**src/source/mips_pkg.sv**
```systemverilog
`default_nettype none

package mips_pkg;

	localparam int DATA_W     = 32;
	localparam int REG_ADDR_W = 5;

	// Major opcodes in instruction[31:26]
	typedef enum logic [5:0] {
		OP_SPECIAL = 6'b000000,
		OP_ADDI    = 6'b001000,
		OP_ADDIU   = 6'b001001,
		OP_SLTI    = 6'b001010,
		OP_SLTIU   = 6'b001011,
		OP_ANDI    = 6'b001100,
		OP_ORI     = 6'b001101,
		OP_XORI    = 6'b001110,
		OP_LUI     = 6'b001111
	} opcode_e;

	// SPECIAL function codes in instruction[5:0]
	typedef enum logic [5:0] {
		FN_SLL   = 6'b000000,
		FN_SRL   = 6'b000010,
		FN_SRA   = 6'b000011,
		FN_SLLV  = 6'b000100,
		FN_SRLV  = 6'b000110,
		FN_SRAV  = 6'b000111,
		FN_MFHI  = 6'b010000,
		FN_MTHI  = 6'b010001,
		FN_MFLO  = 6'b010010,
		FN_MTLO  = 6'b010011,
		FN_MULT  = 6'b011000,
		FN_MULTU = 6'b011001,
		FN_ADD   = 6'b100000,
		FN_ADDU  = 6'b100001,
		FN_SUB   = 6'b100010,
		FN_SUBU  = 6'b100011,
		FN_AND   = 6'b100100,
		FN_OR    = 6'b100101,
		FN_XOR   = 6'b100110,
		FN_NOR   = 6'b100111,
		FN_SLT   = 6'b101010,
		FN_SLTU  = 6'b101011
	} funct_e;

	typedef enum logic [3:0] {
		ALU_ADD,
		ALU_SUB,
		ALU_AND,
		ALU_OR,
		ALU_XOR,
		ALU_NOR,
		ALU_SLT,
		ALU_SLTU,
		ALU_SLL,
		ALU_SRL,
		ALU_SRA,
		ALU_LUI
	} alu_op_e;

	typedef enum logic [2:0] {
		HL_NONE,
		HL_MULT,
		HL_MULTU,
		HL_MTHI,
		HL_MTLO
	} hi_lo_op_e;

endpackage

`default_nettype wire

```
**src/source/alu.sv**
```systemverilog
`default_nettype none

module alu (
	input  mips_pkg::alu_op_e               alu_op,
	input  logic [mips_pkg::DATA_W-1:0]     operand_a,
	input  logic [mips_pkg::DATA_W-1:0]     operand_b,
	input  logic [mips_pkg::REG_ADDR_W-1:0] shift_amount,

	output logic [mips_pkg::DATA_W-1:0]     result
);
	import mips_pkg::*;

	localparam int HALF_W = DATA_W / 2;

	logic less_signed;
	logic less_unsigned;

	assign less_signed   = $signed(operand_a) < $signed(operand_b);
	assign less_unsigned = operand_a < operand_b;

	always_comb begin
		case (alu_op)
			ALU_ADD:  result = operand_a + operand_b;
			ALU_SUB:  result = operand_a - operand_b;
			ALU_AND:  result = operand_a & operand_b;
			ALU_OR:   result = operand_a | operand_b;
			ALU_XOR:  result = operand_a ^ operand_b;
			ALU_NOR:  result = ~(operand_a | operand_b);
			ALU_SLT:  result = {{(DATA_W-1){1'b0}}, less_signed};
			ALU_SLTU: result = {{(DATA_W-1){1'b0}}, less_unsigned};
			ALU_SLL:  result = operand_b << shift_amount; // Shifts act on rt
			ALU_SRL:  result = operand_b >> shift_amount;
			ALU_SRA:  result = $unsigned($signed(operand_b) >>> shift_amount);
			ALU_LUI:  result = {operand_b[HALF_W-1:0], {HALF_W{1'b0}}};
			default:  result = '0;
		endcase
	end

endmodule

`default_nettype wire

```
**config.mk**
```make
export PLATFORM = sky130hd
export DESIGN_NAME = alu
export DESIGN_NICKNAME = d
export VERILOG_FILES = /design/src/source/mips_pkg.sv /design/src/source/alu.sv
export SDC_FILE = /design/constraint.sdc
export NUM_CORES = 1
export LEC_CHECK = 0
export BUFFER_PORTS_ARGS = -buffer_cell sky130_fd_sc_hd__buf_2
export CORE_MARGIN = 8
export CORE_UTILIZATION = 35
export DETAILED_ROUTE_END_ITERATION = 10
export GPL_ROUTABILITY_DRIVEN = 0
export PLACE_DENSITY = 0.59
export SYNTH_ARGS = -nofsm -noshare
export SYNTH_HDL_FRONTEND = slang
export SYNTH_SLANG_ARGS = --single-unit
```
**constraint.sdc**
```tcl
create_clock -name vclk -period 7.7
set_clock_uncertainty 0.1 [all_clocks]
set_input_delay 2.31 -clock vclk [all_inputs]
set_output_delay 2.31 -clock vclk [all_outputs]
set_load 0.01 [all_outputs]
```
# Word-level counts from Yosys, hierarchy flattened
# Index checks and enable logic that the tools add are counted.
# W data, S select, Z words.
# classes
n_shift	3
add_sub_neg	2
mux	1
order_cmp	2
n_eq_ne	11
reduce_logical	1
n_bitwise	4
# ops
cell	n
$pmux W32 S12	1
$lt A32 B32 Y1	2
$add A32 B32 Y32	1
$and A32 B32 Y32	1
$not A32 Y32	1
$or A32 B32 Y32	1
$shl A32 B5 Y32	1
$shr A32 B5 Y32	1
$sshr A32 B5 Y32	1
$sub A32 B32 Y32	1
$xor A32 B32 Y32	1
$eq A4 B3 Y1 const B	4
$eq A4 B4 Y1 const B	4
$eq A4 B2 Y1 const B	2
$eq A4 B1 Y1 const B	1
$logic_not A4 Y1	1
# word_totals
word_cells	24
out_inout_bits	32
in_bits	73
ff_bits	0

# Logic depth before layout (Yosys ltp)
# logic_depth
ltp_word	3
mapped_depth	13
ltp_nobuf	12

# Worst setup path before layout
# No wires, ideal clock.
# synth_path
kind	input to output
startpoint	in operand_a[0] (netlist name)
endpoint	out result[30] (netlist name)
required_ns	5.290
path_stages	12
setup_slack_ns	0.407
arrival_time_ns	4.883
n_path_buf	0
cell_sequence	inv_1 -> ha_1 -> fa_1 -> o21bai_1 -> o211ai_1 -> a2111oi_0 -> nor2_1 -> o41ai_4 -> a31oi_1 -> o211a_1 -> mux2_2 -> o211ai_1
# synth_via
elab_chain_len	2
elab_cells_between_ends	3
classes_between	add/sub (2); mux (1)
# synth_lines
item	line	source
start: declaration	alu.sv:5	input logic [mips_pkg::DATA_W-1:0] operand_a,
$sub A32 B32 Y32 or $add A32 B32 Y32 (tied branches)	alu.sv:24, alu.sv:23	
$pmux W32 S12 (*)	alu.sv:22	case (alu_op)
end: declaration	alu.sv:9	output logic [mips_pkg::DATA_W-1:0] result
# Every way passes the cells marked *; elsewhere a longest branch is shown, timed or not.

# Final worst setup path
# layout_path
startpoint	in operand_b[0] (netlist name)
endpoint	out result[30] (netlist name)
# layout_via
elab_chain_len	2
elab_cells_between_ends	6
classes_between	add/sub (2); shift (3); mux (1)
# layout_lines
item	line	source
start: declaration	alu.sv:6	input logic [mips_pkg::DATA_W-1:0] operand_b,
$sub A32 B32 Y32 (tied with other cells)	alu.sv:24	ALU_SUB: result = operand_a - operand_b;
$pmux W32 S12 (*)	alu.sv:22	
# Marks and branches as above.

==> reports/qor.yml <==
drt:
  drt_iter0_markers: 1799
  first_pass_iters: 8
  drtAntennaViolNets: 0
  wl_met3_um: 5480
  met2_length_um: 19500
  wirelength_um: 46900
  via_per_inst: 6.66
  drc: 0
  vias: 12328
  wire_per_inst_um: 25.3
  routed.top_layer: "met4"
  wl_met1_um: 18100
run_status:
  violations: "negative setup slack"
  status: "complete, but fails checks"
sta:
  setup_tns_ns: -0.0273
  setup_viol: 1
  timing.hold.ws_ns: 5.03
  slew_headroom: 0.190
  drv_slew: 0
  hold_violations: 0
  rsz0062_at_grt: "true"
  fin_crit_ns: 7.73
  min_period_over_period: 1.00
  setup_slack_ns: -0.0273
  worst_pin_slew_ns: 1.22
  max_freq_mhz: 129
global_route:
  grt_max_degree: 47
  grt_pass1_vias: 11324
  grt_use_total: 0.280
  grt_pass1_wl_um: 69100
  antenna_found_initial: 0
  grt-ovfl-total: 0
die:
  die_h_um: 178
  die_area_mm2: 0.0317
  rows: 59
  die_w_um: 178
  ios: 105
  coreArea_mm2: 0.0259
  start_util: 0.355
power:
  ir_drop_mv: 0.0346
  p_leak_nw: 4.97
  powerDensity_mw_per_mm2: 75.3
setup_path:
  worstPathRequired_ns: 5.29
  crit_fanout: 4
  criticalPathCategory: "input pin to output port"
  crit_path_end_kind: "output port"
  worstSetupStartpointType: "input pin"
  cp.arrival_ns: 5.32
placement:
  portBuffers: 105
  hpwl_um: 37100
job:
  maxCapViolCount: 0
synth:
  syn-num-nets: 1562
  syn_inst: 1389
  yosysSeqAreaShare: 0
  synth_area_mm2: 0.00919
  synth_top_area_cell: "ha_1"
  syn_area_per_cell_um2: 6.62
  ys_warn_count: 0
  synth_top_cell_area_share: 0.133
  synthDistinctLibCells: 85
  synth_top_cells_by_area: "ha_1, nor2_1, a21oi_1"
layout:
  drive_above_1_share: 0.223
  area_growth_pct: 18.3
  regArea_um2: 0
  fin_util: 0.420
  diodes: 0
  n_clock_buffer: 0
  design.seq.count: 0
  final_common_cell: "nor2_1"
  final_cell_mix: "nor2_1, a21oi_1, buf_4"
  final_nets: 1692
hold_path:
  hp-class: "input pin to output port"
cells by family (layout without fill, tap and decap cells):
| family | after synthesis | in the layout | share of synthesized area |
|---|---|---|---|
| AO/OA/AOI/OAI | 503 | 503 | 0.374 |
| buffers and inverters | 211 | 339 | 0.0996 |
| XOR/XNOR | 4 | 4 | 0.00381 |
| AND/OR/NAND/NOR | 470 | 470 | 0.236 |
| adder cells (fa/ha/maj) | 100 | 100 | 0.138 |
| multiplexers | 101 | 101 | 0.149 |
stage by stage:
step,cells,cell area (um2),setup slack [ns],power (mW)
after floorplan,1389,9190,0.407,0.477
after global placement,1850,10700,-0.0809,0.764
after detailed placement,1850,10700,-0.0936,0.768
after CTS,1850,10700,0.0102,0.773
after global routing,1852,10900,-0.0881,0.873
final,1852,10900,-0.0273,0.819
power breakdown:
part | total (mW) | switching (mW) | internal (mW)
Combinational | 0.819 | 0.504 | 0.315
Clock | 0 | 0 | 0
Sequential | 0 | 0 | 0
Total | 0.819 | 0.504 | 0.315
synthesized netlist by cell type, drive strengths merged (9+ instances only):
master and number:
or3 12, nor3 29, a221oi 19, o2111ai 11, o211ai 25, and3 11, a31oi 14, nand3 36
a22oi 11, nand2b 14, a21oi 135, o21ai 94, ha 98, a211o 14, buf 54, a222oi 10
mux4 27, nor2 181, nand2 117, a221o 11, o221ai 15, a21o 25, nor2b 12, a211oi 27
o21a 9, o21bai 11, mux2i 58, nor4 14, o22ai 11, nand4 12, clkbuf 59, mux2 16
inv 94
final cells by class:
class | count | area, um2
timing repair buffer | 241 | 1620
multi-input combinational | 1178 | 8470
inverter | 98 | 370
tap | 335 | 419
fill | 2812 | 15000
path summary, 6_finish.rpt:
| path | cells past startpoint | start | end | slack [ns] |
|---|---|---|---|---|
| worst max-delay path | 14 | operand_b[0] | result[30] | -0.03 |
| worst min-delay path | 4 | alu_op[1] | result[0] | 5.03 |
routing by layer:
metal | track usage | vias to the layer above
li1 | - | 5462
met2 | 0.420 | 905
met5 | 0 | -
met4 | 0.181 | 0
met3 | 0.0588 | 209
met1 | 0.359 | 5752
worst max-delay path, stage by stage:
cell and delay (ns):
buf_12 0.12, ha_4 0.16, fa_2 0.36, o21bai_4 0.14, o211ai_1 0.19, a2111oi_1 0.44, nor2_1 0.15, o41ai_4 0.23
buf_4 0.22, a31oi_4 0.10, o211a_1 0.25, mux2_4 0.26, o211ai_1 0.20, buf_2 0.18
timing repair:
action | CTS | global route
endpoints found under the setup margin | 4 | 14
hold endpoints to repair | 0 | 0
gates resized for setup | 7 | 39
cloned | 0 | 0
hold buffers | 0 | 0
pin swaps | 0 | 8
buffers inserted | 0 | 2
Note: power is estimated with default switching activity, not from simulation.
