$ cat src/source/mips_pkg.sv
`default_nettype none

package mips_pkg;

	localparam int DATA_W     = 32;
	localparam int REG_ADDR_W = 5;

	// Major opcodes in instruction[31:26]
	typedef enum logic [5:0] {
		OP_SPECIAL = 6'b000000,
		OP_ADDI    = 6'b001000,
		OP_ADDIU   = 6'b001001,
		OP_SLTI    = 6'b001010,
		OP_SLTIU   = 6'b001011,
		OP_ANDI    = 6'b001100,
		OP_ORI     = 6'b001101,
		OP_XORI    = 6'b001110,
		OP_LUI     = 6'b001111
	} opcode_e;

	// SPECIAL function codes in instruction[5:0]
	typedef enum logic [5:0] {
		FN_SLL   = 6'b000000,
		FN_SRL   = 6'b000010,
		FN_SRA   = 6'b000011,
		FN_SLLV  = 6'b000100,
		FN_SRLV  = 6'b000110,
		FN_SRAV  = 6'b000111,
		FN_MFHI  = 6'b010000,
		FN_MTHI  = 6'b010001,
		FN_MFLO  = 6'b010010,
		FN_MTLO  = 6'b010011,
		FN_MULT  = 6'b011000,
		FN_MULTU = 6'b011001,
		FN_ADD   = 6'b100000,
		FN_ADDU  = 6'b100001,
		FN_SUB   = 6'b100010,
		FN_SUBU  = 6'b100011,
		FN_AND   = 6'b100100,
		FN_OR    = 6'b100101,
		FN_XOR   = 6'b100110,
		FN_NOR   = 6'b100111,
		FN_SLT   = 6'b101010,
		FN_SLTU  = 6'b101011
	} funct_e;

	typedef enum logic [3:0] {
		ALU_ADD,
		ALU_SUB,
		ALU_AND,
		ALU_OR,
		ALU_XOR,
		ALU_NOR,
		ALU_SLT,
		ALU_SLTU,
		ALU_SLL,
		ALU_SRL,
		ALU_SRA,
		ALU_LUI
	} alu_op_e;

	typedef enum logic [2:0] {
		HL_NONE,
		HL_MULT,
		HL_MULTU,
		HL_MTHI,
		HL_MTLO
	} hi_lo_op_e;

endpackage

`default_nettype wire

$ cat src/source/hi_lo_unit.sv
`default_nettype none

module hi_lo_unit (
	input  logic                        clk,
	input  logic                        rst,
	input  mips_pkg::hi_lo_op_e         hi_lo_op,
	input  logic                        read_hi,
	input  logic [mips_pkg::DATA_W-1:0] rs_data,
	input  logic [mips_pkg::DATA_W-1:0] rt_data,

	output logic [mips_pkg::DATA_W-1:0] read_data
);
	import mips_pkg::*;

	logic [DATA_W-1:0]   hi;
	logic [DATA_W-1:0]   lo;
	logic                is_signed;
	logic [2*DATA_W-1:0] wide_a;
	logic [2*DATA_W-1:0] wide_b;
	logic [2*DATA_W-1:0] product;

	// One multiplier serves both as only the extension differs
	assign is_signed = (hi_lo_op == HL_MULT);
	assign wide_a    = {{DATA_W{is_signed & rs_data[DATA_W-1]}}, rs_data};
	assign wide_b    = {{DATA_W{is_signed & rt_data[DATA_W-1]}}, rt_data};
	assign product   = wide_a * wide_b; // Low 64 bits of the extended product

	always_ff @(posedge clk) begin
		if (rst) begin
			hi <= '0;
			lo <= '0;
		end else begin
			case (hi_lo_op)
				HL_MULT, HL_MULTU: begin
					hi <= product[2*DATA_W-1:DATA_W];
					lo <= product[DATA_W-1:0];
				end
				HL_MTHI: hi <= rs_data;
				HL_MTLO: lo <= rs_data;
				default: begin
				end
			endcase
		end
	end

	assign read_data = read_hi ? hi : lo; // MFHI or MFLO

endmodule

`default_nettype wire

$ cat config.mk
export PLATFORM = sky130hd
export DESIGN_NAME = hi_lo_unit
export DESIGN_NICKNAME = d
export VERILOG_FILES = /design/src/source/mips_pkg.sv /design/src/source/hi_lo_unit.sv
export SDC_FILE = /design/constraint.sdc
export NUM_CORES = 2
export LEC_CHECK = 0
export BUFFER_PORTS_ARGS = -buffer_cell sky130_fd_sc_hd__buf_2
export CORE_MARGIN = 4
export CORE_UTILIZATION = 45
export CTS_CLUSTER_DIAMETER = 80
export CTS_CLUSTER_SIZE = 20
export DETAILED_ROUTE_END_ITERATION = 16
export GPL_TIMING_DRIVEN = 0
export PLACE_DENSITY = 0.72
export SETUP_SLACK_MARGIN = 0.4
export SYNTH_ARGS = -nofsm -noshare
export SYNTH_HDL_FRONTEND = slang
export SYNTH_SLANG_ARGS = --single-unit
export TNS_END_PERCENT = 30
$ cat constraint.sdc
create_clock -name clk -period 8.5 [get_ports clk]
set_input_delay 0.85 -clock clk [delete_from_list [all_inputs] [get_ports clk]]
set_output_delay 0.85 -clock clk [all_outputs]
set_load 0.005 [all_outputs]
* Word-level counts from Yosys, hierarchy flattened
Index checks and enable logic that the tools add are counted.
** Storage, ports and cells
- Output and inout bits :: 32
- Register bits after elaboration :: 64
- Bits of input ports :: 70
** Operators by class
- Multiply operators :: 1
- Eq/ne operators :: 4
- Bitwise operators :: 2
- Multiplexer cells :: 3
- Reductions and logical operators :: 3
** Operators with widths (number)
- $pmux W32 S2 :: 2
- $mul A33 B33 Y64 :: 1
- $mux W32 :: 1
- $eq A3 B2 Y1 const B :: 2
- $reduce_bool A2 Y1 :: 2
- $eq A3 B1 Y1 const B :: 1
- $eq A3 B3 Y1 const B :: 1
- $and A1 B1 Y1 :: 2
- $reduce_or A2 Y1 :: 1

* Longest topological paths before layout
- Depth in word-level cells :: 4
- Gate-level depth with buffers :: 32

* Worst setup path before layout
OpenSTA, ideal clock, no wires.
- Path type :: input port to flip-flop
- Start point :: input hi_lo_op[0]
- End point :: register hi[29]
- Slack :: -609 ps
- Setup time :: 127 ps
- Arrival time :: 8982 ps
- Buffers on the path :: 3
- Required time :: 8373 ps
- Stages :: 31
- Path through :: clkbuf_1 -> nand2_1 -> nor2_1 -> and2_1 -> clkbuf_1 -> nand2_1 -> inv_1 -> fa_1 -> inv_1 -> fa_1 -> inv_1 -> fa_1 -> fa_1 -> inv_1 -> fa_1 -> inv_1 -> fa_1 -> inv_1 -> fa_1 -> fa_1 -> inv_1 -> ha_1 -> buf_2 -> nand4_1 -> or2_2 -> o221a_2 -> o221a_2 -> o21ai_1 -> a21oi_1 -> o21ai_0 -> or3b_1
** On the way
- Word-level cells in the longest chain between the ends :: 4
- Elaborated cells between the ends (all ways) :: 9
- Those cells by class :: mul (1); eq/ne (3); mux (1); bitwise (2); reduce/logical (2)
** RTL lines
- from (decl) :: RTL line hi_lo_unit.sv:6 : input mips_pkg::hi_lo_op_e hi_lo_op,
- $eq A3 B1 Y1 :: RTL line hi_lo_unit.sv:23, hi_lo_unit.sv:33
- $and A1 B1 Y1, on equally long branches :: RTL line hi_lo_unit.sv:24, hi_lo_unit.sv:25
- $mul A33 B33 Y64 :: RTL line hi_lo_unit.sv:26 : assign product = wide_a * wide_b;
- $pmux W32 S2 :: RTL line hi_lo_unit.sv:33 : case (hi_lo_op)
- to (signal assigned) :: RTL line hi_lo_unit.sv:35 : hi <= product[2*DATA_W-1:DATA_W];
- to (signal assigned) :: RTL line hi_lo_unit.sv:38 : HL_MTHI: hi <= rs_data;
- to (decl) :: RTL line hi_lo_unit.sv:15 : logic [DATA_W-1:0] hi;
Several ways; a longest one is shown, not always the timed one.
A chain may end at the register's enable or synchronous reset.

* Final worst setup path
- Start point :: input hi_lo_op[1]
- End point :: register hi[28]
The elaborated chain is that of the path after synthesis.

==> out/results.tsv <==
stage	metric	value	unit
status	outcome	finished, violations left	
status	violations	setup timing	
clocking	clk_path_buf_depth	2	
global_routing	antenna_found_initial	7	
placed_design	gp_congestion	1.04	
floorplan	dieArea	96400	um^2
placed_design	dp_hpwl	124	mm
clocking	hold_buffers	0	
drt	wl	149	mm
global_routing	grt_pass1_vias	36245	
yosys	synth_ff_type	dfxtp_1	
critical_path	cp-end-kind	flop	
clocking	root_buffer	clkbuf_16	
timing	tightest_slew	0.881	ns
yosys	synth_nets	6052	
critical_path	crit_path_start_kind	primary input	
drt	drtAntennaViolNets	0	
clocking	clkLatencyLatePin	0.34	ns
yosys	synth_area_per_cell	8.87	um^2
yosys	ys_seq_area_share	3.11	%
yosys	synth_seq_cells	64	
finish	syn_to_final_growth	12.2	%
placed_design	postPlaceCellArea	43100	um^2
floorplan	fp-row-count	110	
floorplan	initial_utilization	45.5	%
timing	max_slew_margin	41.2	%
hold_path	hold_depth	2	
clocking	cts_buffers	9	
floorplan	ioPinCount	102	
critical_path	critical_path_peak_fanout	8	
yosys	async_flop_share	0	%
yosys	ys_types	69	
timing	rsz0062_at_grt	yes	
timing	min_period	8.51	ns
finish	mostFrequentLayoutCell	inv_1	
critical_path	critical_path_arrival	8.74	ns
global_routing	gr-usage-met1	38.0	%
yosys	synth_edf_count	0	
global_routing	use_met3	9.28	%
finish	nets	6209	
floorplan	fp.dieW	311	um
yosys	syn_area	41200	um^2
run	drv_cap	0	
global_routing	track_usage	31.2	%
timing	setup_ws	-0.0104	ns
finish	layout_common_cells	1117 x inv_1, 1093 x fa_1, 860 x nand2_1	
finish	design_area	46200	um^2
critical_path	path_common_cell	fa_1	
drt	routed_via_density	5.59	
critical_path	critPathKind	in -> reg	
timing	max_freq	118	MHz
global_routing	grt_remaining_overflow	0	
drt	firstDrtPassIters	6	
drt	via_count	33515	
drt	wire_per_inst	24.8	um
clocking	cts_max_level	3	
placed_design	pre_cts_slack	-1.90	ns
placed_design	io_buffer_count	61	
critical_path	slowest_delay	0.67	ns
critical_path	cp_data_required_time	8.73	ns
floorplan	coreArea	90400	um^2
yosys	yosysWarningCount	0	
drt	drc	0	
timing	layout_worst_path_cycle_share	100	%
finish	drive_above_1_share	12.3	%
global_routing	busiest_layer	met2	
critical_path	worst-path-buf-inv	12	
critical_path	reg2reg_depth	5	
critical_path	cp_slowest_cell	fa_2	
timing	finalSetupViolations	2	
global_routing	grt_pass1_wl	225	mm
floorplan	die_h	311	um
timing	fin_skew	0	ns
global_routing	grt_max_degree	25	
drt	drtIter0Drc	3400	
yosys	synthCells	4645	
critical_path	cp.depth	32	
clocking	cts_tree	yes	
timing	hold_viol_final	0	
timing	slew_viol_final	0	
hold_path	min_path_type	reg -> reg	
critical_path	cp_top_family	adder cells	
timing	fin_tns_setup	-0.0131	ns
clocking	path_clk_slew	0.06	ns
global_routing	grt_use_met2	48.3	%
clocking	clock_sinks	64	
[worst register-to-register path: stages (launching register included)]
cell     delay (ns)
dfxtp_1        0.36
nand2_1        0.08
and3_1         0.20
nor4b_1        0.26
nand3_1        0.11
nand3_1        0.09
[metal layers]
metal / vias up / routed length (um)
met2: 1982 / 66100
met1: 17216 / 52500
li1: 13770 / -
met5: - / 53
met3: 539 / 17500
met4: 8 / 12700
[sequential cells by signal (all words and copies together) (netlist names)]
register  count
hi           32
lo           32
[Yosys cell counts (15+ instances only)]
cell type	instances	area, um^2
a31oi_1	15	93.8
mux2_2	32	360
xnor2_1	43	377
inv_1	1151	4320
and3_1	24	150
o21ai_0	35	175
nand4_1	16	100
a21o_1	32	240
and2_1	292	1830
dfxtp_1	64	1280
xor2_1	22	193
clkbuf_1	275	1030
ha_1	212	2650
a21oi_1	135	676
nand3_1	21	105
fa_1	1125	22500
nor2_1	77	289
a22oi_1	35	263
nand2_1	872	3270
[cell families after synthesis]
family	count (synthesis)	share of synthesized area, %
simple gates	1353	14.8
flops	64	3.11
fa+ha+maj	1337	61.1
mux	33	0.902
buf+inv	1441	13.2
compound gates	352	5.55
xor+xnor	65	1.38
[area by class of cell]
class	instances	area, um^2
tap	1176	1470
timing repair buffer	146	1090
sequential	64	1280
multi-input combinational	3140	35300
fill	8216	44200
buffer	290	2350
clock buffer	9	225
antenna	12	30.0
clock inverter	7	80.1
inverter	1151	4350
[final timing paths]
path / from / end / slack [ns]
worst max-delay path: hi_lo_op[1] / hi[28]$_SDFFE_PP0P_ / -0.01
worst min-delay path: lo[7]$_SDFFE_PP0P_ / lo[7]$_SDFFE_PP0P_ / 0.46
worst max register to register: hi[30]$_SDFFE_PP0P_ / hi[30]$_SDFFE_PP0P_ / 7.34
worst min register to register: lo[7]$_SDFFE_PP0P_ / lo[7]$_SDFFE_PP0P_ / 0.46
[per-stage QoR]
stage                     util [%]  hold slack, ns  cells
after floorplan                  -           0.428   4645
after global placement        47.7           0.441   5882
after detailed placement      47.7           0.448   5882
after CTS                     50.4           0.457   5960
after global routing          51.1           0.474   5983
final                         51.1           0.461   5995
[timing repair]
action                     4_1_cts  5_1_grt
resized for setup              517      128
buffers inserted                62       23
pin swaps                       93       81
setup endpoints to repair       43       36
Power is left out: the tool's default activity adds up to more than one toggle a clock period on the data nets, which glitch-free logic cannot reach.
