[src/source/mips_pkg.sv]
`default_nettype none

package mips_pkg;

	localparam int DATA_W     = 32;
	localparam int REG_ADDR_W = 5;

	// Major opcodes in instruction[31:26]
	typedef enum logic [5:0] {
		OP_SPECIAL = 6'b000000,
		OP_ADDI    = 6'b001000,
		OP_ADDIU   = 6'b001001,
		OP_SLTI    = 6'b001010,
		OP_SLTIU   = 6'b001011,
		OP_ANDI    = 6'b001100,
		OP_ORI     = 6'b001101,
		OP_XORI    = 6'b001110,
		OP_LUI     = 6'b001111
	} opcode_e;

	// SPECIAL function codes in instruction[5:0]
	typedef enum logic [5:0] {
		FN_SLL   = 6'b000000,
		FN_SRL   = 6'b000010,
		FN_SRA   = 6'b000011,
		FN_SLLV  = 6'b000100,
		FN_SRLV  = 6'b000110,
		FN_SRAV  = 6'b000111,
		FN_MFHI  = 6'b010000,
		FN_MTHI  = 6'b010001,
		FN_MFLO  = 6'b010010,
		FN_MTLO  = 6'b010011,
		FN_MULT  = 6'b011000,
		FN_MULTU = 6'b011001,
		FN_ADD   = 6'b100000,
		FN_ADDU  = 6'b100001,
		FN_SUB   = 6'b100010,
		FN_SUBU  = 6'b100011,
		FN_AND   = 6'b100100,
		FN_OR    = 6'b100101,
		FN_XOR   = 6'b100110,
		FN_NOR   = 6'b100111,
		FN_SLT   = 6'b101010,
		FN_SLTU  = 6'b101011
	} funct_e;

	typedef enum logic [3:0] {
		ALU_ADD,
		ALU_SUB,
		ALU_AND,
		ALU_OR,
		ALU_XOR,
		ALU_NOR,
		ALU_SLT,
		ALU_SLTU,
		ALU_SLL,
		ALU_SRL,
		ALU_SRA,
		ALU_LUI
	} alu_op_e;

	typedef enum logic [2:0] {
		HL_NONE,
		HL_MULT,
		HL_MULTU,
		HL_MTHI,
		HL_MTLO
	} hi_lo_op_e;

endpackage

`default_nettype wire

[src/source/register_file.sv]
`default_nettype none

module register_file (
	input  logic                            clk,
	input  logic                            rst,
	input  logic [mips_pkg::REG_ADDR_W-1:0] rs_addr,
	input  logic [mips_pkg::REG_ADDR_W-1:0] rt_addr,
	input  logic                            write_en,
	input  logic [mips_pkg::REG_ADDR_W-1:0] write_addr,
	input  logic [mips_pkg::DATA_W-1:0]     write_data,

	output logic [mips_pkg::DATA_W-1:0]     rs_data,
	output logic [mips_pkg::DATA_W-1:0]     rt_data
);
	import mips_pkg::*;

	localparam int NUM_REGS = 2 ** REG_ADDR_W;

	logic [DATA_W-1:0] regs [NUM_REGS];

	always_ff @(posedge clk) begin
		if (rst) begin
			for (int i = 0; i < NUM_REGS; i++) begin
				regs[i] <= '0;
			end
		end else if (write_en && write_addr != '0) begin // $zero never written
			regs[write_addr] <= write_data;
		end
	end

	// A write at T is seen by reads from T onward
	assign rs_data = regs[rs_addr];
	assign rt_data = regs[rt_addr];

endmodule

`default_nettype wire

[config.mk]
export PLATFORM = sky130hd
export DESIGN_NAME = register_file
export DESIGN_NICKNAME = d
export VERILOG_FILES = /design/src/source/mips_pkg.sv /design/src/source/register_file.sv
export SDC_FILE = /design/constraint.sdc
export NUM_CORES = 2
export LEC_CHECK = 0
export BUFFER_PORTS_ARGS = -buffer_cell sky130_fd_sc_hd__buf_2
export CAP_MARGIN = 20
export CORE_ASPECT_RATIO = 0.75
export CORE_UTILIZATION = 64
export DETAILED_ROUTE_END_ITERATION = 10
export PLACE_DENSITY = 0.81
export SYNTH_ARGS = -nofsm -noshare
export SYNTH_HDL_FRONTEND = slang
export SYNTH_SLANG_ARGS = --single-unit
[constraint.sdc]
create_clock -name clk -period 2.5 [get_ports clk]
set_clock_uncertainty 0.05 [all_clocks]
set_input_delay 0.375 -clock clk [delete_from_list [all_inputs] [get_ports clk]]
set_output_delay 0.375 -clock clk [all_outputs]
set_load 0.005 [all_outputs]
### Yosys cells after proc, flatten, opt, wreduce, memory -nomap -nowiden

Memory sizes are Yosys's and may differ from the RTL's.
Index checks and enable logic that the tools add are counted.

| word-level totals | value |
|---|---|
| output and inout port bits | 64 |
| bits in registers | 0 |
| bits in writable memories | 1024 |
| memories | 1 |
| input port bits | 50 |

| cells by class | value |
|---|---|
| reduce and logical (&&, ||, !) cells | 3 |
| muxes and demuxes | 8 |

Memories:

| memory | depth | bits a word | read ports | clocked after memory_dff | wr ports | line | text |
|---|---|---|---|---|---|---|---|
| regs | 32 | 32 | 2 | 0 | 32 | register_file.sv:19 | `logic [DATA_W-1:0] regs [NUM_REGS];` |

Operator list:

| cell | number |
|---|---|
| $mux 32 | 1 |
| $reduce_or 32->1 | 1 |
| $mux 1 | 6 |
| $mux 5 | 1 |
| $reduce_bool 5->1 | 1 |
| $logic_and 1x1->1 | 1 |

### Longest topological paths before layout

| logic depth | value |
|---|---|
| depth in word-level cells | 7 |
| depth in mapped cells | 8 |
| mapped depth without buffers | 5 |

### Worst setup path before layout

No wires, ideal clock.

| timing path | value |
|---|---|
| path kind | in2reg |
| from | in rst |
| to | mem regs[12][0] (enable) |
| stages | 5 |
| data required time | 2.075 ns |
| arrival | 1.608 ns |
| slack | 0.467 ns |
| path through | nand2b_1 -> or3_1 -> buf_6 -> nor2_4 -> or2_2 |

RTL lines:

| what | line | text |
|---|---|---|
| start, declared | register_file.sv:5 | `input logic rst,` |
| end, declared | register_file.sv:19 |  |

==> metrics list <==
- Sort of element at the end of the critical path: primary output
- Post-route worst setup slack: -0.128 ns
- Synthesis warning total: 0
* Worst Hold Depth: 2
- Yosys mapped a number of flops with a built-in enable equal to 1024.
- In this run the number of H-tree levels came out at 3.
- The top cell type by area accounts for 55.0% of the synthesized area.
- Routability-driven placement finished with a final weighted congestion of 0.920.
* Max-slew violation count: 0
- The finished layout holds 5953 standard cells, fillers aside.
- The setup path with the least slack is of type reg -> out.
* Layout-stage area growth over the synthesis result: 14.1%
- The synthesized design contains 1024 register bits.
- The floorplan step defined a core boundary enclosing 0.0862 mm^2.
* Number of endpoints failing setup at the final stage: 20
* Final critical-path required period: 2.63 ns
* Post-synthesis instance total: 4605
- regs holds more flip-flops than any other register.
* Largest register FFs: 1024
- The worst hold path belongs to the class in -> reg.
* Capturing element of the worst setup path: rs_data[9]
* Share of the clock period used by the worst path after layout: 105%
- For this run, the top clock speed supported by timing is 381 MHz.
- Tracing the worst setup path back leads to its startpoint at regs[0][9]$_SDFFCE_PN0P_.
- Number of hold-slack violations in the final timing report: 0
* Largest voltage drop on the vdd net: 0.000703 V
- Sum of negative setup slack: -0.918 ns
* Total power density per cell area: 654 mW/mm^2
* Cell at the root of the clock tree: sky130_fd_sc_hd__clkbuf_16
* Floorplan die area: 0.0885 mm^2
- The floorplan has 93 rows.
* Synth async-reset ratio: 0%
- Total wire length after detailed routing: 186000 um
- Largest net degree at the start of global routing: 58
- Across the run, the number of max-cap violations was 0.
- Data arrival time of the critical path: 2.20 ns
- Initial core utilization: 64.8%
- In this run the horizontal extent of the chip is 343 um.
- Yosys mapped the design onto 29 distinct sky130hd cell types.
* Mapped cell area: 0.0559 mm^2
* Global-route wire length before repair: 264000 um
- The initial antenna violation count came to 9.
- The worst pin sits at a relative slew slack of 49.7%.
- CP Max Fanout: 2
- Net count of the finished layout: 4771
- Setup repair after global routing could not meet its margin everywhere.
- Detailed placement finished with a half-perimeter wire length of 110000 um.
* Cell types with the highest counts after synthesis: sky130_fd_sc_hd__edfxtp_1 (1024), sky130_fd_sc_hd__mux2i_1 (1024), sky130_fd_sc_hd__and2_1 (994), sky130_fd_sc_hd__clkbuf_1 (218), sky130_fd_sc_hd__nand2_1 (196)
- In this run the static leakage power is 25.4 nW.
- Summed over all instances, the cell type with the most area after synthesis is sky130_fd_sc_hd__edfxtp_1.
- After detailed routing, the average wire length per cell comes to 31.3 um.
- Counting the buffers created by CTS gives 101.
- Counting every sink on the clock net gives 1024.
- Cells with a size suffix above 1 make up 14.5% of the layout.
- The number of global-route vias before repair came to 40100.
* Required time reported for the critical path endpoint: 2.08 ns
- In the routed design, unresolved DRC markers number 0.
- The checks that failed: setup timing.
- Vias: 41500
* Number of inserted filler cells in the final layout: 5466
- Global routing used 41.5% of the available tracks across all layers.
- Register area share after synthesis: 55.0%
- Congestion Overflow GR: 0
- Antenna Violating Nets Remaining: 0
* Crit start category: flop
- In this run the mean area of a mapped cell was 12.1 um^2.
- Buffers placed on the I/O ports in this run total 113.
- Height of the die: 258 um
* Hold Startpoint: rst
- In the final layout, the registers with the most flip-flops are regs: 1024 flops.
- For this block, the initial DRC count from the detailed router was 6514.
* Number of placed cells counting well taps: 5758
- Tightest Pin Transition: 0.755 ns
- TritonCTS built the clock tree.
- During I/O placement, the number of pins put on the boundary was 114.
- The run finished, with violations left.
- Clock edge transition at the registers on the reported setup and hold paths: 0.07 ns
- Ranking of synthesized cells by area: sky130_fd_sc_hd__edfxtp_1 (55%), sky130_fd_sc_hd__mux2i_1 (18%), sky130_fd_sc_hd__and2_1 (11%)
* Vias per cell: 6.97
- Most common flop cell mapped by yosys: sky130_fd_sc_hd__edfxtp_1
* Number of iterations in the first detailed-routing pass: 8
* Clock tree buffer depth: 3
[report_power, final]
part | internal (mW) | switching [mW] | leakage, nW
clock | 9.32 | 6.71 | 1.66
sequential | 19.8 | 0.532 | 9.75
combinational | 2.04 | 3.28 | 14.0
[metal layers]
layer	GRT usage [%]	up-vias	share of wire, %
met2	59.3	3614	42
li1	-	17100	-
met5	0.694	-	0.046
met4	22.7	2	5.6
met3	14.6	670	16
met1	55.4	20100	36
[worst max-delay path, stage by stage (launching register included)]
cell and delay (ns):
sky130_fd_sc_hd__edfxtp_1 0.38, sky130_fd_sc_hd__mux2i_1 0.11, sky130_fd_sc_hd__a22o_1 0.23, sky130_fd_sc_hd__nor3_1 0.37
sky130_fd_sc_hd__a31oi_1 0.16, sky130_fd_sc_hd__nand3_1 0.13, sky130_fd_sc_hd__buf_2 0.13
[cells in the final DEF, fill, tap and decap left out, types with 10 or more instances in the layout]
cell / n
sky130_fd_sc_hd__conb_1: 32
sky130_fd_sc_hd__nand3_1: 181
sky130_fd_sc_hd__bufinv_16: 17
sky130_fd_sc_hd__edfxtp_1: 1024
sky130_fd_sc_hd__nand2_1: 194
sky130_fd_sc_hd__clkinv_1: 26
sky130_fd_sc_hd__nand3_2: 10
sky130_fd_sc_hd__clkbuf_1: 15
sky130_fd_sc_hd__nor3_1: 46
sky130_fd_sc_hd__and2_1: 992
sky130_fd_sc_hd__buf_2: 108
sky130_fd_sc_hd__nor2_4: 33
sky130_fd_sc_hd__buf_4: 193
sky130_fd_sc_hd__a31oi_2: 12
sky130_fd_sc_hd__a22o_1: 128
sky130_fd_sc_hd__or2_2: 33
sky130_fd_sc_hd__clkbuf_16: 105
sky130_fd_sc_hd__a22oi_1: 192
sky130_fd_sc_hd__buf_12: 116
sky130_fd_sc_hd__mux2i_1: 1024
sky130_fd_sc_hd__diode_2: 13
sky130_fd_sc_hd__a21oi_1: 192
sky130_fd_sc_hd__nor3_2: 15
sky130_fd_sc_hd__clkinv_2: 12
sky130_fd_sc_hd__a31oi_1: 49
[layout make-up]
| type | instances | area (um^2) | area share (%) |
|---|---|---|---|
| Sequential cell | 1024 | 30700 | 48.2 |
| Multi-Input combinational cell | 3166 | 23600 | 37.1 |
| Timing Repair Buffer | 428 | 4520 | 7.09 |
| Clock buffer | 119 | 2660 | 4.17 |
| Tap cell | 1140 | 1430 | 2.24 |
| Clock inverter | 63 | 743 | 1.17 |
| Antenna cell | 13 | 32.5 | 0.0510 |
[stage by stage]
step	setup WS [ns]	power [mW]	instance area [um^2]	hold slack (ns)	utilization, %
after global placement	0.0367	25.5	59900	0.835	69.5
after floorplan	0.467	23.5	56000	0.523	-
after CTS	-0.0881	41.4	63500	0.141	73.6
after global routing	-0.160	42.4	63700	0.161	73.9
final	-0.128	41.7	63800	0.164	73.9
after detailed placement	0.00215	25.7	59900	0.843	69.5
[cells by family (layout without fill, tap and decap cells)]
group	count (synthesis)	count (layout)	share of synthesized area (%)
AOI/OAI and AO/OA	576	576	7.02
buffers and inverters	446	610	3.90
DFF	1024	1024	55.0
muxes	1024	1024	18.3
other	1	45	0.00671
and+or+nand+nor	1534	1534	15.7
[worst min-delay path by stage]
| stage | to |
|---|---|
| 4_1_cts | regs[0][3]$_SDFFCE_PN0P_ |
| 5_1_grt | regs[0][3]$_SDFFCE_PN0P_ |
| 3_5_place_dp | regs[0][2]$_SDFFCE_PN0P_ |
| 2_1_floorplan | regs[1][31]$_SDFFCE_PN0P_ |
| 6_report | regs[0][3]$_SDFFCE_PN0P_ |
| 3_3_place_gp | regs[0][2]$_SDFFCE_PN0P_ |
[repair_timing]
| action | in CTS | in global routing |
|---|---|---|
| pin swaps | 20 | 37 |
| buffers inserted | 0 | 3 |
| gates cloned | 0 | 1 |
| gates resized for setup | 25 | 36 |
| hold buffers | 0 | 0 |
| setup endpoints to repair | 22 | 40 |
(Power assumes the default switching activity.)
