## src/source/mips_pkg.sv

```systemverilog
`default_nettype none

package mips_pkg;

	localparam int DATA_W     = 32;
	localparam int REG_ADDR_W = 5;

	// Major opcodes in instruction[31:26]
	typedef enum logic [5:0] {
		OP_SPECIAL = 6'b000000,
		OP_ADDI    = 6'b001000,
		OP_ADDIU   = 6'b001001,
		OP_SLTI    = 6'b001010,
		OP_SLTIU   = 6'b001011,
		OP_ANDI    = 6'b001100,
		OP_ORI     = 6'b001101,
		OP_XORI    = 6'b001110,
		OP_LUI     = 6'b001111
	} opcode_e;

	// SPECIAL function codes in instruction[5:0]
	typedef enum logic [5:0] {
		FN_SLL   = 6'b000000,
		FN_SRL   = 6'b000010,
		FN_SRA   = 6'b000011,
		FN_SLLV  = 6'b000100,
		FN_SRLV  = 6'b000110,
		FN_SRAV  = 6'b000111,
		FN_MFHI  = 6'b010000,
		FN_MTHI  = 6'b010001,
		FN_MFLO  = 6'b010010,
		FN_MTLO  = 6'b010011,
		FN_MULT  = 6'b011000,
		FN_MULTU = 6'b011001,
		FN_ADD   = 6'b100000,
		FN_ADDU  = 6'b100001,
		FN_SUB   = 6'b100010,
		FN_SUBU  = 6'b100011,
		FN_AND   = 6'b100100,
		FN_OR    = 6'b100101,
		FN_XOR   = 6'b100110,
		FN_NOR   = 6'b100111,
		FN_SLT   = 6'b101010,
		FN_SLTU  = 6'b101011
	} funct_e;

	typedef enum logic [3:0] {
		ALU_ADD,
		ALU_SUB,
		ALU_AND,
		ALU_OR,
		ALU_XOR,
		ALU_NOR,
		ALU_SLT,
		ALU_SLTU,
		ALU_SLL,
		ALU_SRL,
		ALU_SRA,
		ALU_LUI
	} alu_op_e;

	typedef enum logic [2:0] {
		HL_NONE,
		HL_MULT,
		HL_MULTU,
		HL_MTHI,
		HL_MTLO
	} hi_lo_op_e;

endpackage

`default_nettype wire

```

## src/source/control_unit.sv

```systemverilog
`default_nettype none

module control_unit (
	input  logic [31:0]         instruction,

	output logic                reg_write,
	output logic                reg_dst_rd,
	output logic                alu_src_imm,
	output logic                shift_by_shamt,
	output logic                shift_by_rs,
	output logic                zero_extend,
	output mips_pkg::alu_op_e   alu_op,
	output mips_pkg::hi_lo_op_e hi_lo_op,
	output logic                read_hi,
	output logic                result_from_hi_lo,
	output logic                illegal
);
	import mips_pkg::*;

	opcode_e               opcode;
	funct_e                funct;
	logic [REG_ADDR_W-1:0] rt;

	assign opcode = opcode_e'(instruction[31:26]);
	assign rt     = instruction[20:16];
	assign funct  = funct_e'(instruction[5:0]);

	always_comb begin
		reg_write         = 1'b0;
		reg_dst_rd        = 1'b0;
		alu_src_imm       = 1'b0;
		shift_by_shamt    = 1'b0;
		shift_by_rs       = 1'b0;
		zero_extend       = 1'b0;
		alu_op            = ALU_ADD;
		hi_lo_op          = HL_NONE;
		read_hi           = 1'b0;
		result_from_hi_lo = 1'b0;
		illegal           = 1'b0;

		case (opcode)
			OP_SPECIAL: begin
				reg_write      = 1'b1;
				reg_dst_rd     = 1'b1;
				shift_by_shamt = funct inside {FN_SLL, FN_SRL, FN_SRA};
				shift_by_rs    = funct inside {FN_SLLV, FN_SRLV, FN_SRAV};
				case (funct)
					FN_SLL, FN_SLLV: alu_op = ALU_SLL;
					FN_SRL, FN_SRLV: alu_op = ALU_SRL;
					FN_SRA, FN_SRAV: alu_op = ALU_SRA;
					FN_ADD, FN_ADDU: alu_op = ALU_ADD; // No overflow trap
					FN_SUB, FN_SUBU: alu_op = ALU_SUB;
					FN_AND:  alu_op = ALU_AND;
					FN_OR:   alu_op = ALU_OR;
					FN_XOR:  alu_op = ALU_XOR;
					FN_NOR:  alu_op = ALU_NOR;
					FN_SLT:  alu_op = ALU_SLT;
					FN_SLTU: alu_op = ALU_SLTU;
					FN_MFHI, FN_MFLO: begin
						result_from_hi_lo = 1'b1;
						read_hi           = (funct == FN_MFHI);
						if (rt != '0) begin // rt field must be zero
							reg_write = 1'b0;
							illegal   = 1'b1;
						end
					end
					FN_MTHI, FN_MTLO: begin
						reg_write = 1'b0;
						if (rt != '0) begin
							illegal = 1'b1;
						end else begin
							hi_lo_op = (funct == FN_MTHI) ? HL_MTHI : HL_MTLO;
						end
					end
					FN_MULT: begin
						reg_write = 1'b0;
						hi_lo_op  = HL_MULT;
					end
					FN_MULTU: begin
						reg_write = 1'b0;
						hi_lo_op  = HL_MULTU;
					end
					default: begin // DIV, jumps, syscalls, unknown
						reg_write = 1'b0;
						illegal   = 1'b1;
					end
				endcase
			end

			OP_ADDI, OP_ADDIU: begin
				reg_write   = 1'b1;
				alu_src_imm = 1'b1;
				alu_op      = ALU_ADD;
			end
			OP_SLTI: begin
				reg_write   = 1'b1;
				alu_src_imm = 1'b1;
				alu_op      = ALU_SLT;
			end
			OP_SLTIU: begin
				reg_write   = 1'b1;
				alu_src_imm = 1'b1;
				alu_op      = ALU_SLTU; // Sign-extended yet compared unsigned
			end
			OP_ANDI, OP_ORI, OP_XORI: begin
				reg_write   = 1'b1;
				alu_src_imm = 1'b1;
				zero_extend = 1'b1;
				case (opcode)
					OP_ANDI: alu_op = ALU_AND;
					OP_ORI:  alu_op = ALU_OR;
					default: alu_op = ALU_XOR;
				endcase
			end
			OP_LUI: begin
				reg_write   = 1'b1;
				alu_src_imm = 1'b1;
				alu_op      = ALU_LUI;
			end

			default: illegal = 1'b1; // Branches, jumps, loads, stores
		endcase
	end

endmodule

`default_nettype wire

```

## config.mk

```make
export PLATFORM = sky130hd
export DESIGN_NAME = control_unit
export DESIGN_NICKNAME = d
export VERILOG_FILES = /design/src/source/mips_pkg.sv /design/src/source/control_unit.sv
export SDC_FILE = /design/constraint.sdc
export NUM_CORES = 1
export LEC_CHECK = 0
export BUFFER_PORTS_ARGS = -buffer_cell sky130_fd_sc_hd__buf_2
export CORE_AREA = 2 2 40 42
export DETAILED_ROUTE_END_ITERATION = 6
export DIE_AREA = 0 0 42 44
export GPL_ROUTABILITY_DRIVEN = 0
export PLACE_DENSITY = 0.74
export SLEW_MARGIN = 30
export SYNTH_ARGS = -nofsm -noshare
export SYNTH_HDL_FRONTEND = slang
export SYNTH_SLANG_ARGS = --single-unit
export TNS_END_PERCENT = 100
```

## constraint.sdc

```tcl
create_clock -name vclk -period 1.2
set_input_delay 0.06 -clock vclk [all_inputs]
set_output_delay 0.06 -clock vclk [all_outputs]
set_load 0.02 [all_outputs]
```

# Word level (Yosys, flattened, before mapping)
# Index checks and enable logic that the tools add are counted.
[word_totals] ram_bits=0 input_bits=32 memories=0 regBits=0 out_inout_bits=16 latchBits=0 romBits=0 wordCells=67
[classes] n_lt_le_gt_ge=0 shifts=0 n_mul=0 div=0 n_addsub=0 bitwise_logic=0 n_reduce_logical=16 muxes=22 eq_ne=29
[op_table] cell="== test 6 bit, second input constant" count=10
[op_table] cell="== test 6 x 4 -> 1 bit, second input constant" count=8
[op_table] cell="one-hot mux 4 bit (10 select lines)" count=1
[op_table] cell="== test 6 x 5 -> 1 bit, second input constant" count=6
[op_table] cell="one-hot mux 4 bit (5 select lines)" count=1
[op_table] cell="== test 6 x 3 -> 1 bit, second input constant" count=3
[op_table] cell="OR reduction 18 bit" count=1
[op_table] cell="OR reduction 16 bit" count=1
[op_table] cell="== test 6 x 2 -> 1 bit, second input constant" count=2
[op_table] cell="logical NOT 6 bit" count=2
[op_table] cell="OR reduction 2 bit" count=6
[op_table] cell="2-to-1 mux 1 bit" count=11
[op_table] cell="2-to-1 mux 3 bit" count=3
[op_table] cell="one-hot mux 3 bit (3 select lines)" count=1
[op_table] cell="one-hot mux 1 bit (2 select lines)" count=4
[op_table] cell="OR reduction 8 bit" count=1
[op_table] cell="one-hot mux 3 bit (2 select lines)" count=1
[op_table] cell="nonzero test 3 bit" count=2
[op_table] cell="nonzero test 5 bit" count=1
[op_table] cell="OR reduction 4 bit" count=1
[op_table] cell="OR reduction 3 bit" count=1

# Depth between registers and ports, before layout
# Gate-level depths: netlist (run 1).
[depth] depth_word=5 mapped_depth=5 mapped_depth_nobuf=4

# Worst setup path before layout (run 1)
# Ideal clock, no wire load.
[synth_timing] kind="input-to-output" start="input port instruction[16]" end="output port hi_lo_op[1]" path_buffers=0 arrival_time_ps=1369 t_required_ps=1140 stages=4 path_slack_ps=-229 path_cell_list="or4_4 nor2_1 nand2_1 a211oi_1"
[synth_via] elab_chain_len=4
[synth_rtl] element="start, declared" line="control_unit.sv:4" source="input logic [31:0] instruction,"
[synth_rtl] element="nonzero test 5 bit" line="control_unit.sv:69" source="if (rt != '0) begin"
[synth_rtl] element="2-to-1 mux 3 bit" line="control_unit.sv:69"
[synth_rtl] element="one-hot mux 3 bit (3 select lines)" line="control_unit.sv:47" source="case (funct)"
[synth_rtl] element="2-to-1 mux 3 bit" line="control_unit.sv:41" source="case (opcode)"
[synth_rtl] element="end, declared" line="control_unit.sv:13" source="output mips_pkg::hi_lo_op_e hi_lo_op,"
# No other way between the ends.

# Worst setup path after layout (run 1)
[layout_timing] start="input port instruction[16]" end="output port reg_write"
[layout_via] elab_chain_len=4
[layout_rtl] element="nonzero test 5 bit" line="control_unit.sv:62" source="if (rt != '0) begin"
[layout_rtl] element="2-to-1 mux 1 bit" line="control_unit.sv:62"
[layout_rtl] element="one-hot mux 1 bit (2 select lines)" line="control_unit.sv:47"
[layout_rtl] element="one-hot mux 1 bit (2 select lines)" line="control_unit.sv:41"
[layout_rtl] element="end, declared" line="control_unit.sv:6" source="output logic reg_write,"
# No other way between the ends.

==> results of run 1 <==
path summary, 6_finish.rpt:
check / startpoint / endpoint / slack [ps] / cells past startpoint
worst min-delay path: instruction[27] / zero_extend / 530 / 4
worst max-delay path: instruction[16] / reg_write / -160 / 5
worst max-delay path, cell delays in order:
cell,delay (ps)
buf_6,90
or4_4,550
or3_4,350
a21oi_4,120
buf_6,130
power by group through the flow:
stage	clock [mW]	sequential, mW	combinational [mW]
after CTS	0	0	0.216
after detailed placement	0	0	0.193
after global routing	0	0	0.255
after floorplan	0	0	0.108
after global placement	0	0	0.188
final	0	0	0.239
cell usage in the layout, fill, tap and decap left out, types with 2 or more instances in the layout:
| cell type | n |
|---|---|
| nand2_2 | 3 |
| nand2_1 | 4 |
| nor4_4 | 2 |
| buf_4 | 24 |
| a22o_1 | 2 |
| nor2_1 | 3 |
| a311oi_1 | 2 |
| nor3_2 | 3 |
| nand2b_1 | 2 |
| nand2b_4 | 2 |
| and2_1 | 2 |
| o21ai_0 | 4 |
| inv_1 | 3 |
| nor2_4 | 2 |
| a21oi_1 | 3 |
| nand3_1 | 2 |
| buf_2 | 19 |
| nand4_1 | 2 |
| buf_6 | 6 |
cell families after synthesis:
family	share of synthesized area, %
buffers and inverters	12.2
muxes	2.08
and+or+nand+nor	47.9
xor gates and xnor gates	1.82
AOI/OAI and AO/OA	35.9
layout make-up:
type,count,area (sq um)
Multi-Input combinational cell,61,541
Fill cell,136,500
Timing Repair Buffer,49,343
Tap cell,16,20.0
Inverter,4,15.0
metrics by stage:
stage	utilization, %	total power [mW]	instance area, sq um	cells	hold slack [ps]
2_1_floorplan	-	0.108	518	72	244
3_3_place_gp	53.4	0.188	757	127	521
3_5_place_dp	53.4	0.193	757	127	524
4_1_cts	60.0	0.216	851	128	522
5_1_grt	64.7	0.255	918	130	564
6_report	64.7	0.239	918	130	528
timing repair:
action | CTS | global route
pin swaps | 2 | 6
setup endpoints to repair | 11 | 12
gates resized for setup | 23 | 13
buffers inserted | 1 | 2
routing by layer:
layer  GRT usage, %  routed length (um)
met5              0                   0
met4              0                  15
met3              0                 101
met2           35.6                1020
met1           19.8                 727
==> metrics.yaml, run 1 <==
area_delta_synth_final_pct: 91.1
drt_iter0_drc: 11
setup_viol: 8
finalHoldViolCount: 0
grt_overflow: 0
min_period_over_period_pct: 113
period_needed_ps: 1360
synth_common_cells: "6 x nand2_1, 6 x nor2_1, 5 x nor3_1"
grt_pass1_wl_um: 2570
antenna_found_initial: 0
synthCells: 72
routed_wl_um: 1860
die_y_um: 44
run_status: "finished, violations left"
setup_tns_ps: -582
final_max_slew_viol_count: 0
violations: "negative setup slack"
drive_above_1_share_pct: 63.2
dieArea_sq_mm: 0.00185
combPwrFrac_pct: 100.0
tightest_slew_ps: 474
setup_slack_ps: -158
pwr-share-clk_pct: 0
start_util_pct: 33.9
ys_seq_area_share_pct: 0
synth_cell_types: 39
worstPathArrival_ps: 1300
relSlewSlack_pct: 68.2
core_region_area_sq_mm: 0.00142
drcViolationCount: 0
fp.dieW_um: 42
ant_nets: 0
wire_per_inst_um: 14.3
synth_area_leaders: "nand2b_1 5.2%, nor3_1 5.2%, nor4b_4 4.9%, nand2_1 4.7%, nor2_1 4.7%"
synth_area_leader_cell: "nand2b_1"
num_vias: 744
path_class: "primary input to output port"
design.seq.count: 0
viasPerCell: 5.72
switching_power_mw: 0.131
hp-class: "primary input to output port"
syn_avg_cell_area_sq_um: 6.67
cell_internal_pwr_mw: 0.107
io_pins: 48
yosysTopAreaCellShare_pct: 5.21
num-nets-final: 148
dr.pass1.iters: 4
dpl_worst_slack_ps: -232
grt_pass1_vias: 640
clkbuf_count: 0
grt_usage_pct: 16.8
power_density_mw_per_mm2: 260
syn_nets: 104
rsz0062_at_grt: "yes"
netlist_area_sq_um: 480
required_ps: 1140
ir_drop_v: 0.000158
start_kind: "primary input"
drv_cap: 0
leakage_nw: 0.407
std_cell_rows: 14
crit_fanout: 3
cp-end-kind: "output port"
grt_max_degree: 14
swShare_pct: 55.0
fmax_mhz: 736
ys_warn_count: 0
seq_area_sq_um: 0
dp_hpwl_um: 1250
pwr-share-seq_pct: 0
hold_buffers: 0
diodes: 0
numPortBuffers: 33
Note: power is estimated with default switching activity, not from simulation.
==> run 2, diff against run 1 <==
==> constraint.sdc (replaced) <==
create_clock -name vclk -period 1.2
set_input_delay 0.18 -clock vclk [all_inputs]
set_output_delay 0.18 -clock vclk [all_outputs]
set_load 0.02 [all_outputs]
==> metrics.yaml, run 2 (synthesis results as in run 1) <==
run_status: "finished, violations left"
violations: "negative setup slack"
start_util_pct: 33.9
tightest_slew_ps: 341
setup_viol: 15
drive_above_1_share_pct: 72.9
drv_cap: 0
viasPerCell: 6.05
dpl.cell_count: 143
fmax_mhz: 609
num_vias: 877
io_pins: 48
path_class: "primary input to output port"
power_density_mw_per_mm2: 272
drt_iter0_drc: 22
cp-end-kind: "output port"
final_cell_mix: "31 x buf_4, 20 x buf_6, 11 x buf_2"
hp-start: "instruction[30]"
start_kind: "primary input"
crit_slowest_cell: "or4_4"
hp-class: "primary input to output port"
grt_overflow: 0
period_needed_ps: 1640
ir_drop_v: 0.000157
critPathMaxStageDelay_ps: 540
design.seq.count: 0
required_ps: 1020
wl_met1_um: 912
path_cells: "buf_6 > or4_4 > or3_4 > a21oi_4 > buf_6"
layout.cells.non_filler: 145
critPathLaunch: "instruction[16]"
antenna_found_initial: 0
ant_nets: 0
crit_fanout: 3
fin_area_sq_mm: 0.00117
layout_commonest_cell: "buf_4"
routed-wl-met3_um: 183
num-nets-final: 163
final_max_slew_viol_count: 0
fp.dieW_um: 42
grt_pass1_vias: 833
numPortBuffers: 33
worstPathArrival_ps: 1460
diodes: 0
relSlewSlack_pct: 77.1
worstHoldPathCells: 4
setup_slack_ps: -441
wire_per_inst_um: 19.4
min_to: "alu_op[2]"
highest_layer: "met4"
dieArea_sq_mm: 0.00185
grt_pass1_wl_um: 3680
core_region_area_sq_mm: 0.00142
dr.pass1.iters: 5
crit_path_frequent_cell: "buf_6"
wl_met2_um: 1580
min_period_over_period_pct: 137
postPlaceCellArea_sq_um: 947
rsz0062_at_grt: "yes"
clkbuf_count: 0
finalHoldViolCount: 0
grt_max_degree: 11
leakage_nw: 0.527
dp_hpwl_um: 1490
seq_area_sq_um: 0
routed_wl_um: 2820
area_delta_synth_final_pct: 143
drcViolationCount: 0
die_y_um: 44
grt_usage_pct: 25.1
std_cell_rows: 14
-- run 2: critical path: cells and delay by family --
kind,cells,cell delay (ps)
AO/OA/AOI/OAI,1,130
buffers and inverters,2,220
AND/OR/NAND/NOR,2,930
-- run 2: power by group --
group / internal [mW] / switching (mW)
clock: 0 / 0
combinational: 0.154 / 0.163
sequential: 0 / 0
-- run 2: routing by layer --
layer / vias to the layer above / global-route usage [%]
met3: 17 / 1.25
met4: 0 / 1.94
met1: 416 / 29.2
li1: 388 / -
met5: - / 0
met2: 56 / 51.9
-- run 2: worst max path at each step --
| stage | endpoint | depth (start not counted) |
|---|---|---|
| after floorplan | hi_lo_op[1] | 4 |
| after global placement | hi_lo_op[1] | 6 |
| after detailed placement | hi_lo_op[1] | 6 |
| after CTS | reg_write | 5 |
| after global routing | reg_write | 7 |
| final | reg_write | 5 |
-- run 2: cell type report --
cell class         count  area [sq um]
well taps             16          20.0
repair buffers        64           543
fillers               76           250
multi-input cells     61           588
inverters              4          17.5
-- run 2: metrics by stage --
| step | setup WS, ps | utilization (%) | hold slack (ps) | total power, mW | TNS [ps] |
|---|---|---|---|---|---|
| after floorplan | -259 | - | 432 | 0.123 | -1500 |
| after global placement | -450 | 66.8 | 764 | 0.240 | -4190 |
| after detailed placement | -493 | 66.8 | 766 | 0.247 | -4410 |
| after CTS | -433 | 80.2 | 766 | 0.286 | -3680 |
| after global routing | -473 | 82.4 | 763 | 0.330 | -5020 |
| final | -441 | 82.4 | 757 | 0.317 | -4530 |
-- run 2: repair_timing --
action	4_1_cts	5_1_grt
setup endpoints to repair	16	15
gates resized for setup	53	8
setup buffers	3	2
hold buffers	0	0
pin swaps	10	8
